===== src/rtl/dsp_pkg.sv =====
package dsp_pkg;

    localparam int DATA_SIZE   = 32;
    localparam int DATA_SIZE_2 = 64;                 // Products and sums.
    localparam int QUANT_BITS  = 10;

    localparam int FIR_NUM_TAPS   = 8;
    localparam int FIR_DECIMATION = 2;
    localparam int FIFO_DEPTH     = 16;

    // Symmetric low-pass shape, sums to one in Q10.
    localparam logic signed [DATA_SIZE-1:0] COEFFS_REAL [FIR_NUM_TAPS] = '{
        -32'sd16,
        32'sd40,
        32'sd152,
        32'sd336,
        32'sd336,
        32'sd152,
        32'sd40,
        -32'sd16
    };

    localparam logic signed [DATA_SIZE-1:0] COEFFS_IMAG [FIR_NUM_TAPS] = '{
        32'sd8,
        -32'sd24,
        32'sd56,
        32'sd120,
        -32'sd120,
        -32'sd56,
        32'sd24,
        -32'sd8
    };

    typedef enum logic [1:0] {
        FIR_LOAD,                                    // Shift in samples.
        FIR_MAC,                                     // One tap per cycle.
        FIR_WRITE                                    // Push result pair.
    } fir_state_t;

    // Full width signed product, no rounding.
    function automatic logic signed [DATA_SIZE_2-1:0] multiply(
        input logic signed [DATA_SIZE-1:0] a,
        input logic signed [DATA_SIZE-1:0] b
    );
        return DATA_SIZE_2'(a) * DATA_SIZE_2'(b);
    endfunction

    function automatic logic signed [DATA_SIZE_2-1:0] dequantize(
        input logic signed [DATA_SIZE_2-1:0] value
    );
        return value >>> QUANT_BITS;                 // Arithmetic shift keeps sign.
    endfunction

endpackage


===== src/rtl/fifo.sv =====
module fifo #(
    parameter int WIDTH = dsp_pkg::DATA_SIZE,
    parameter int DEPTH = dsp_pkg::FIFO_DEPTH
) (
    input  logic             clock,
    input  logic             reset,
    input  logic             wr_en,
    input  logic [WIDTH-1:0] din,
    output logic             full,
    input  logic             rd_en,
    output logic [WIDTH-1:0] dout,
    output logic             empty
);

    localparam int ADDR_W  = (DEPTH > 1) ? $clog2(DEPTH) : 1;
    localparam int COUNT_W = $clog2(DEPTH + 1);

    logic [WIDTH-1:0]   mem [DEPTH];
    logic [ADDR_W-1:0]  wr_ptr;
    logic [ADDR_W-1:0]  rd_ptr;
    logic [COUNT_W-1:0] count;
    logic [COUNT_W-1:0] count_next;
    logic               do_write;
    logic               do_read;

    assign do_write = wr_en && !full;
    assign do_read  = rd_en && !empty;
    assign dout     = mem[rd_ptr];                   // Head word, first-word fall-through.

    always_comb begin
        count_next = count;
        if (do_write && !do_read) begin
            count_next = count + 1'b1;
        end else if (do_read && !do_write) begin
            count_next = count - 1'b1;
        end
    end

    always_ff @(posedge clock or posedge reset) begin
        if (reset) begin
            wr_ptr <= '0;
            rd_ptr <= '0;
            count  <= '0;
            empty  <= 1'b1;
            full   <= 1'b0;
        end else begin
            if (do_write) begin
                wr_ptr <= (wr_ptr == ADDR_W'(DEPTH - 1)) ? '0 : wr_ptr + 1'b1;
            end
            if (do_read) begin
                rd_ptr <= (rd_ptr == ADDR_W'(DEPTH - 1)) ? '0 : rd_ptr + 1'b1;
            end
            count <= count_next;
            empty <= (count_next == '0);
            full  <= (count_next == COUNT_W'(DEPTH));
        end
    end

    always_ff @(posedge clock) begin
        if (do_write) begin
            mem[wr_ptr] <= din;
        end
    end

endmodule


===== config.mk =====
export PLATFORM = sky130hd
export DESIGN_NAME = fifo
export DESIGN_NICKNAME = d
export VERILOG_FILES = /design/src/rtl/dsp_pkg.sv /design/src/rtl/fifo.sv
export SDC_FILE = /design/constraint.sdc
export NUM_CORES = 1
export LEC_CHECK = 0
export ABC_CLOCK_PERIOD_IN_PS = 3100
export CELL_PAD_IN_SITES_DETAIL_PLACEMENT = 1
export CELL_PAD_IN_SITES_GLOBAL_PLACEMENT = 2
export CORE_MARGIN = 10
export CORE_UTILIZATION = 25
export DETAILED_ROUTE_END_ITERATION = 10
export DONT_BUFFER_PORTS = 1
export PLACE_DENSITY = 0.42
export SYNTH_ARGS = -nofsm -noshare
export SYNTH_HDL_FRONTEND = slang
export SYNTH_SLANG_ARGS = --single-unit

===== constraint.sdc =====
create_clock -name clock -period 3.1 [get_ports clock]
set_clock_uncertainty 0.05 [all_clocks]
set_input_delay 0.155 -clock clock [delete_from_list [all_inputs] [get_ports clock]]
set_output_delay 0.155 -clock clock [all_outputs]
set_load 0.01 [all_outputs]

==> impl_results.rst <==
.. list-table::
   :header-rows: 1

   * - Metric
     - Value
   * - Clock latency reported for the late side of the worst-skew pair
     - 0.59 ns
   * - Beginning of the worst register-to-register path
     - full
   * - Crit path largest cell delay
     - 0.81 ns
   * - Chain of cells forming the critical path
     - buf_4, mux4_2, nor2b_1, a211oi_1, a21oi_1
   * - Kind of launch point of the worst setup path
     - register
   * - Cts repair resizes
     - 0
   * - 1st-iter DRT viols
     - 580
   * - Final setup vio count
     - 0
   * - Remaining antenna violation count
     - 0
   * - Reg2reg path depth
     - 4
   * - Outcome
     - finished, final reports clean
   * - Total number of yosys warnings
     - 0
   * - Worst endpoint data arrival time
     - 2.66 ns
   * - Pin count of the biggest net entering global routing
     - 50
   * - Switching power
     - 6910 uW
   * - Die Span X
     - 306 um
   * - Number of slew-limit violations in the final report
     - 0
   * - Area growth syn-to-layout
     - 20.5%
   * - Leakage power
     - 0.00769 uW
   * - Switching portion of total power
     - 30.6%
   * - Post-DR vias/cell
     - 4.41
   * - Fraction of final layout cells with drive strength greater than 1
     - 27.9%
   * - Class of the most critical setup path
     - register to output port
   * - Die height
     - 306 um
   * - Clock transition time at the flip-flop clock pins of the worst setup and hold paths
     - 0.05 ns
   * - Count of endpoints failing hold in the final timing report
     - 0
   * - All-Layer GR Usage
     - 11.4%
   * - Sink Count
     - 527
   * - Setup repair after global routing missed its margin
     - no
   * - Cell at the root of the clock tree
     - sky130_fd_sc_hd__clkbuf_16
   * - Count of input and output buffers
     - 0
   * - Seq cells post-synth
     - 527
   * - Floorplan core area
     - 0.0807 sq mm
   * - Relative contribution of the clock network to total power
     - 33.4%
   * - Maximum fanout count along the critical path
     - 31
   * - Via count of the routed design
     - 9432
   * - Number of antenna violations at the first check in global routing
     - 3
   * - Post-detailed-route wirelength per cell
     - 24.9 um
   * - Power density over the cells
     - 919 mW/mm^2
   * - Post-synthesis cell type count
     - 38
   * - Number of max-capacitance violations reported
     - 0
   * - Critical path capture point type
     - output port
   * - Final wirelength
     - 53300 um
   * - Sequential power share
     - 40.5%
   * - Timing-limited maximum frequency
     - 349 MHz
   * - Leading register cell type out of synthesis
     - sky130_fd_sc_hd__edfxtp_1
   * - Reg-to-Reg End
     - mem[8][24]
   * - Peak supply drop
     - 0.000390 V
   * - Number of instances in the synthesized netlist
     - 919
   * - Total die area
     - 0.0934 sq mm
   * - Starting Density
     - 25.3%
   * - Int Power
     - 15700 uW
   * - Required arrival time at the worst endpoint
     - 2.89 ns
   * - I/O pin total
     - 70
   * - Final period utilization
     - 92.5%
   * - DRC violations left
     - 0
   * - Cell with the largest stage delay on the worst path
     - sky130_fd_sc_hd__dfrtp_4
   * - Final Hold Slack
     - 0.0713 ns
   * - GP Congestion
     - 0.666
   * - Max-slew headroom at the worst pin
     - 45.3%
   * - Global-route wire length before repair
     - 77500 um
   * - Total Negative Setup Slacks
     - 0 ns
   * - R2R setup slack
     - 0.76 ns
   * - Total gr overflow
     - 0
   * - Synthesized area divided by synthesized cell count
     - 22.2 sq um
   * - Final nets
     - 1069
   * - Initial DRT Pass Iterations
     - 4
   * - Portion of total power attributed to combinational logic
     - 26.1%
   * - Final critical path time including I/O delays and setup
     - 2.87 ns
   * - Worst Hold Class
     - input port to async pin
   * - Maximum clock path buffer count
     - 3
   * - Async set or reset register ratio after synthesis
     - 2.85%
   * - Number of H-tree levels
     - 3
   * - Number of flops mapped to enable cells by yosys
     - 512
   * - Post-synthesis cell area
     - 0.0204 sq mm
   * - Nets in the synthesized netlist
     - 962
   * - Site Rows
     - 104
   * - TritonCTS clock tree
     - done
   * - Slew at the pin closest to its max-slew limit
     - 0.820 ns
   * - Via count of the first global-routing pass
     - 10.5k
   * - Number of buffers inserted during clock tree synthesis
     - 66
   * - Placed wire-length estimate after detailed placement
     - 30500 um
   * - Sequential area share after synthesis
     - 77.3%
per-layer routing:
metal | track usage (%) | up-vias | routed length, um
li1 | - | 4089 | -
met1 | 15.1 | 5111 | 24600
met2 | 18.5 | 135 | 25400
met3 | 2.76 | 91 | 2160
met4 | 3.20 | 6 | 1130
met5 | 0 | - | 40
final cells by class:
class / instances / area (sq um)
multi-input combinational: 337 / 4340
antenna: 1 / 2.50
clock buffer: 74 / 1680
clock inverter: 46 / 462
tap: 1060 / 1330
inverter: 5 / 18.8
timing repair buffer: 89 / 968
sequential: 527 / 15800
fill: 8042 / 56100
power by group through the flow:
stage               combinational, uW  clock, uW  sequential [uW]
floorplan                        4360          0             8860
global placement                 6110          0             9330
detailed placement               6090          0             9330
CTS                              6240       7820             9190
global route                     6540       8100             9250
finish                           5900       7540             9140
worst max path at each step:
stage	slack [ns]	start	end
5_1_grt	0.03	rd_ptr[2]	dout[29]
3_5_place_dp	0.72	full	mem[8][26]
2_1_floorplan	0.90	full	mem[10][0]
3_3_place_gp	0.72	rd_ptr[1]	dout[11]
6_report	0.23	rd_ptr[1]	dout[11]
4_1_cts	0.09	rd_ptr[1]	dout[11]
repair_timing:
action / 4_1_cts / 5_1_grt
hold buffers: 35 / 0
endpoints found under the hold margin: 536 / 0
setup buffers: 0 / 0
critical path, delay by kind of cell, from the launching register on:
kind / cells / cell delay [ns]
buf+inv: 1 / 0.31
compound gates: 2 / 0.48
mux: 1 / 0.31
simple gates: 1 / 0.14
flops: 1 / 0.81
cell usage in the layout (no fill, tap or decap), types with 2 or more instances in the layout:
cell,instances
sky130_fd_sc_hd__a211oi_1,32
sky130_fd_sc_hd__a21oi_1,35
sky130_fd_sc_hd__and2_2,16
sky130_fd_sc_hd__buf_12,17
sky130_fd_sc_hd__buf_4,37
sky130_fd_sc_hd__bufinv_16,6
sky130_fd_sc_hd__clkbuf_1,8
sky130_fd_sc_hd__clkbuf_16,66
sky130_fd_sc_hd__clkinv_1,15
sky130_fd_sc_hd__clkinv_16,2
sky130_fd_sc_hd__clkinv_2,14
sky130_fd_sc_hd__clkinvlp_4,2
sky130_fd_sc_hd__dfrtp_1,10
sky130_fd_sc_hd__dfrtp_4,4
sky130_fd_sc_hd__dlygate4sd3_1,35
sky130_fd_sc_hd__edfxtp_1,512
sky130_fd_sc_hd__ha_1,7
sky130_fd_sc_hd__inv_1,5
sky130_fd_sc_hd__inv_6,4
sky130_fd_sc_hd__mux2i_1,32
sky130_fd_sc_hd__mux4_2,128
sky130_fd_sc_hd__nand2_1,11
sky130_fd_sc_hd__nand2b_1,2
sky130_fd_sc_hd__nand3_1,6
sky130_fd_sc_hd__nor2_1,4
sky130_fd_sc_hd__nor2b_1,34
sky130_fd_sc_hd__nor3_1,2
sky130_fd_sc_hd__nor4_1,2
sky130_fd_sc_hd__o21ai_0,8
sky130_fd_sc_hd__xnor2_1,5
per-stage QoR:
stage	instance area (sq um)	utilization (%)	power [uW]	cells	setup slack (ns)
floorplan	20400	-	13200	919	0.902
global placement	22100	27.4	15400	1983	0.718
detailed placement	22100	27.4	15400	1983	0.725
CTS	24600	30.4	23300	2138	0.0948
global route	24600	30.4	23900	2138	0.0316
finish	24600	30.4	22600	2139	0.233
logic make-up after synthesis:
group	after synthesis	synth area share (%)
buf+inv	55	1.54
compound gates	81	2.45
fa+ha+maj	7	0.430
simple gates	83	2.33
xor+xnor	6	0.258
mux	160	15.7
flops	527	77.3
flip-flops by register name, summed over array words and instances (netlist names):
signal and flops:
full 1, mem 512, rd_ptr 4, count 5, wr_ptr 4, empty 1
cells in the mapped netlist (7+ instances only):
cell	number	area [sq um]
sky130_fd_sc_hd__edfxtp_1	512	15400
sky130_fd_sc_hd__mux4_2	128	2880
sky130_fd_sc_hd__a21oi_1	35	175
sky130_fd_sc_hd__nor2b_1	34	213
sky130_fd_sc_hd__a211oi_1	32	240
sky130_fd_sc_hd__mux2i_1	32	320
sky130_fd_sc_hd__buf_2	20	100
sky130_fd_sc_hd__and2_1	16	100
sky130_fd_sc_hd__clkbuf_1	14	52.6
sky130_fd_sc_hd__dfrtp_1	14	350
sky130_fd_sc_hd__nand2_1	11	41.3
sky130_fd_sc_hd__o21ai_0	8	40.0
sky130_fd_sc_hd__ha_1	7	87.6
Note: power is estimated with default switching activity, not from simulation.
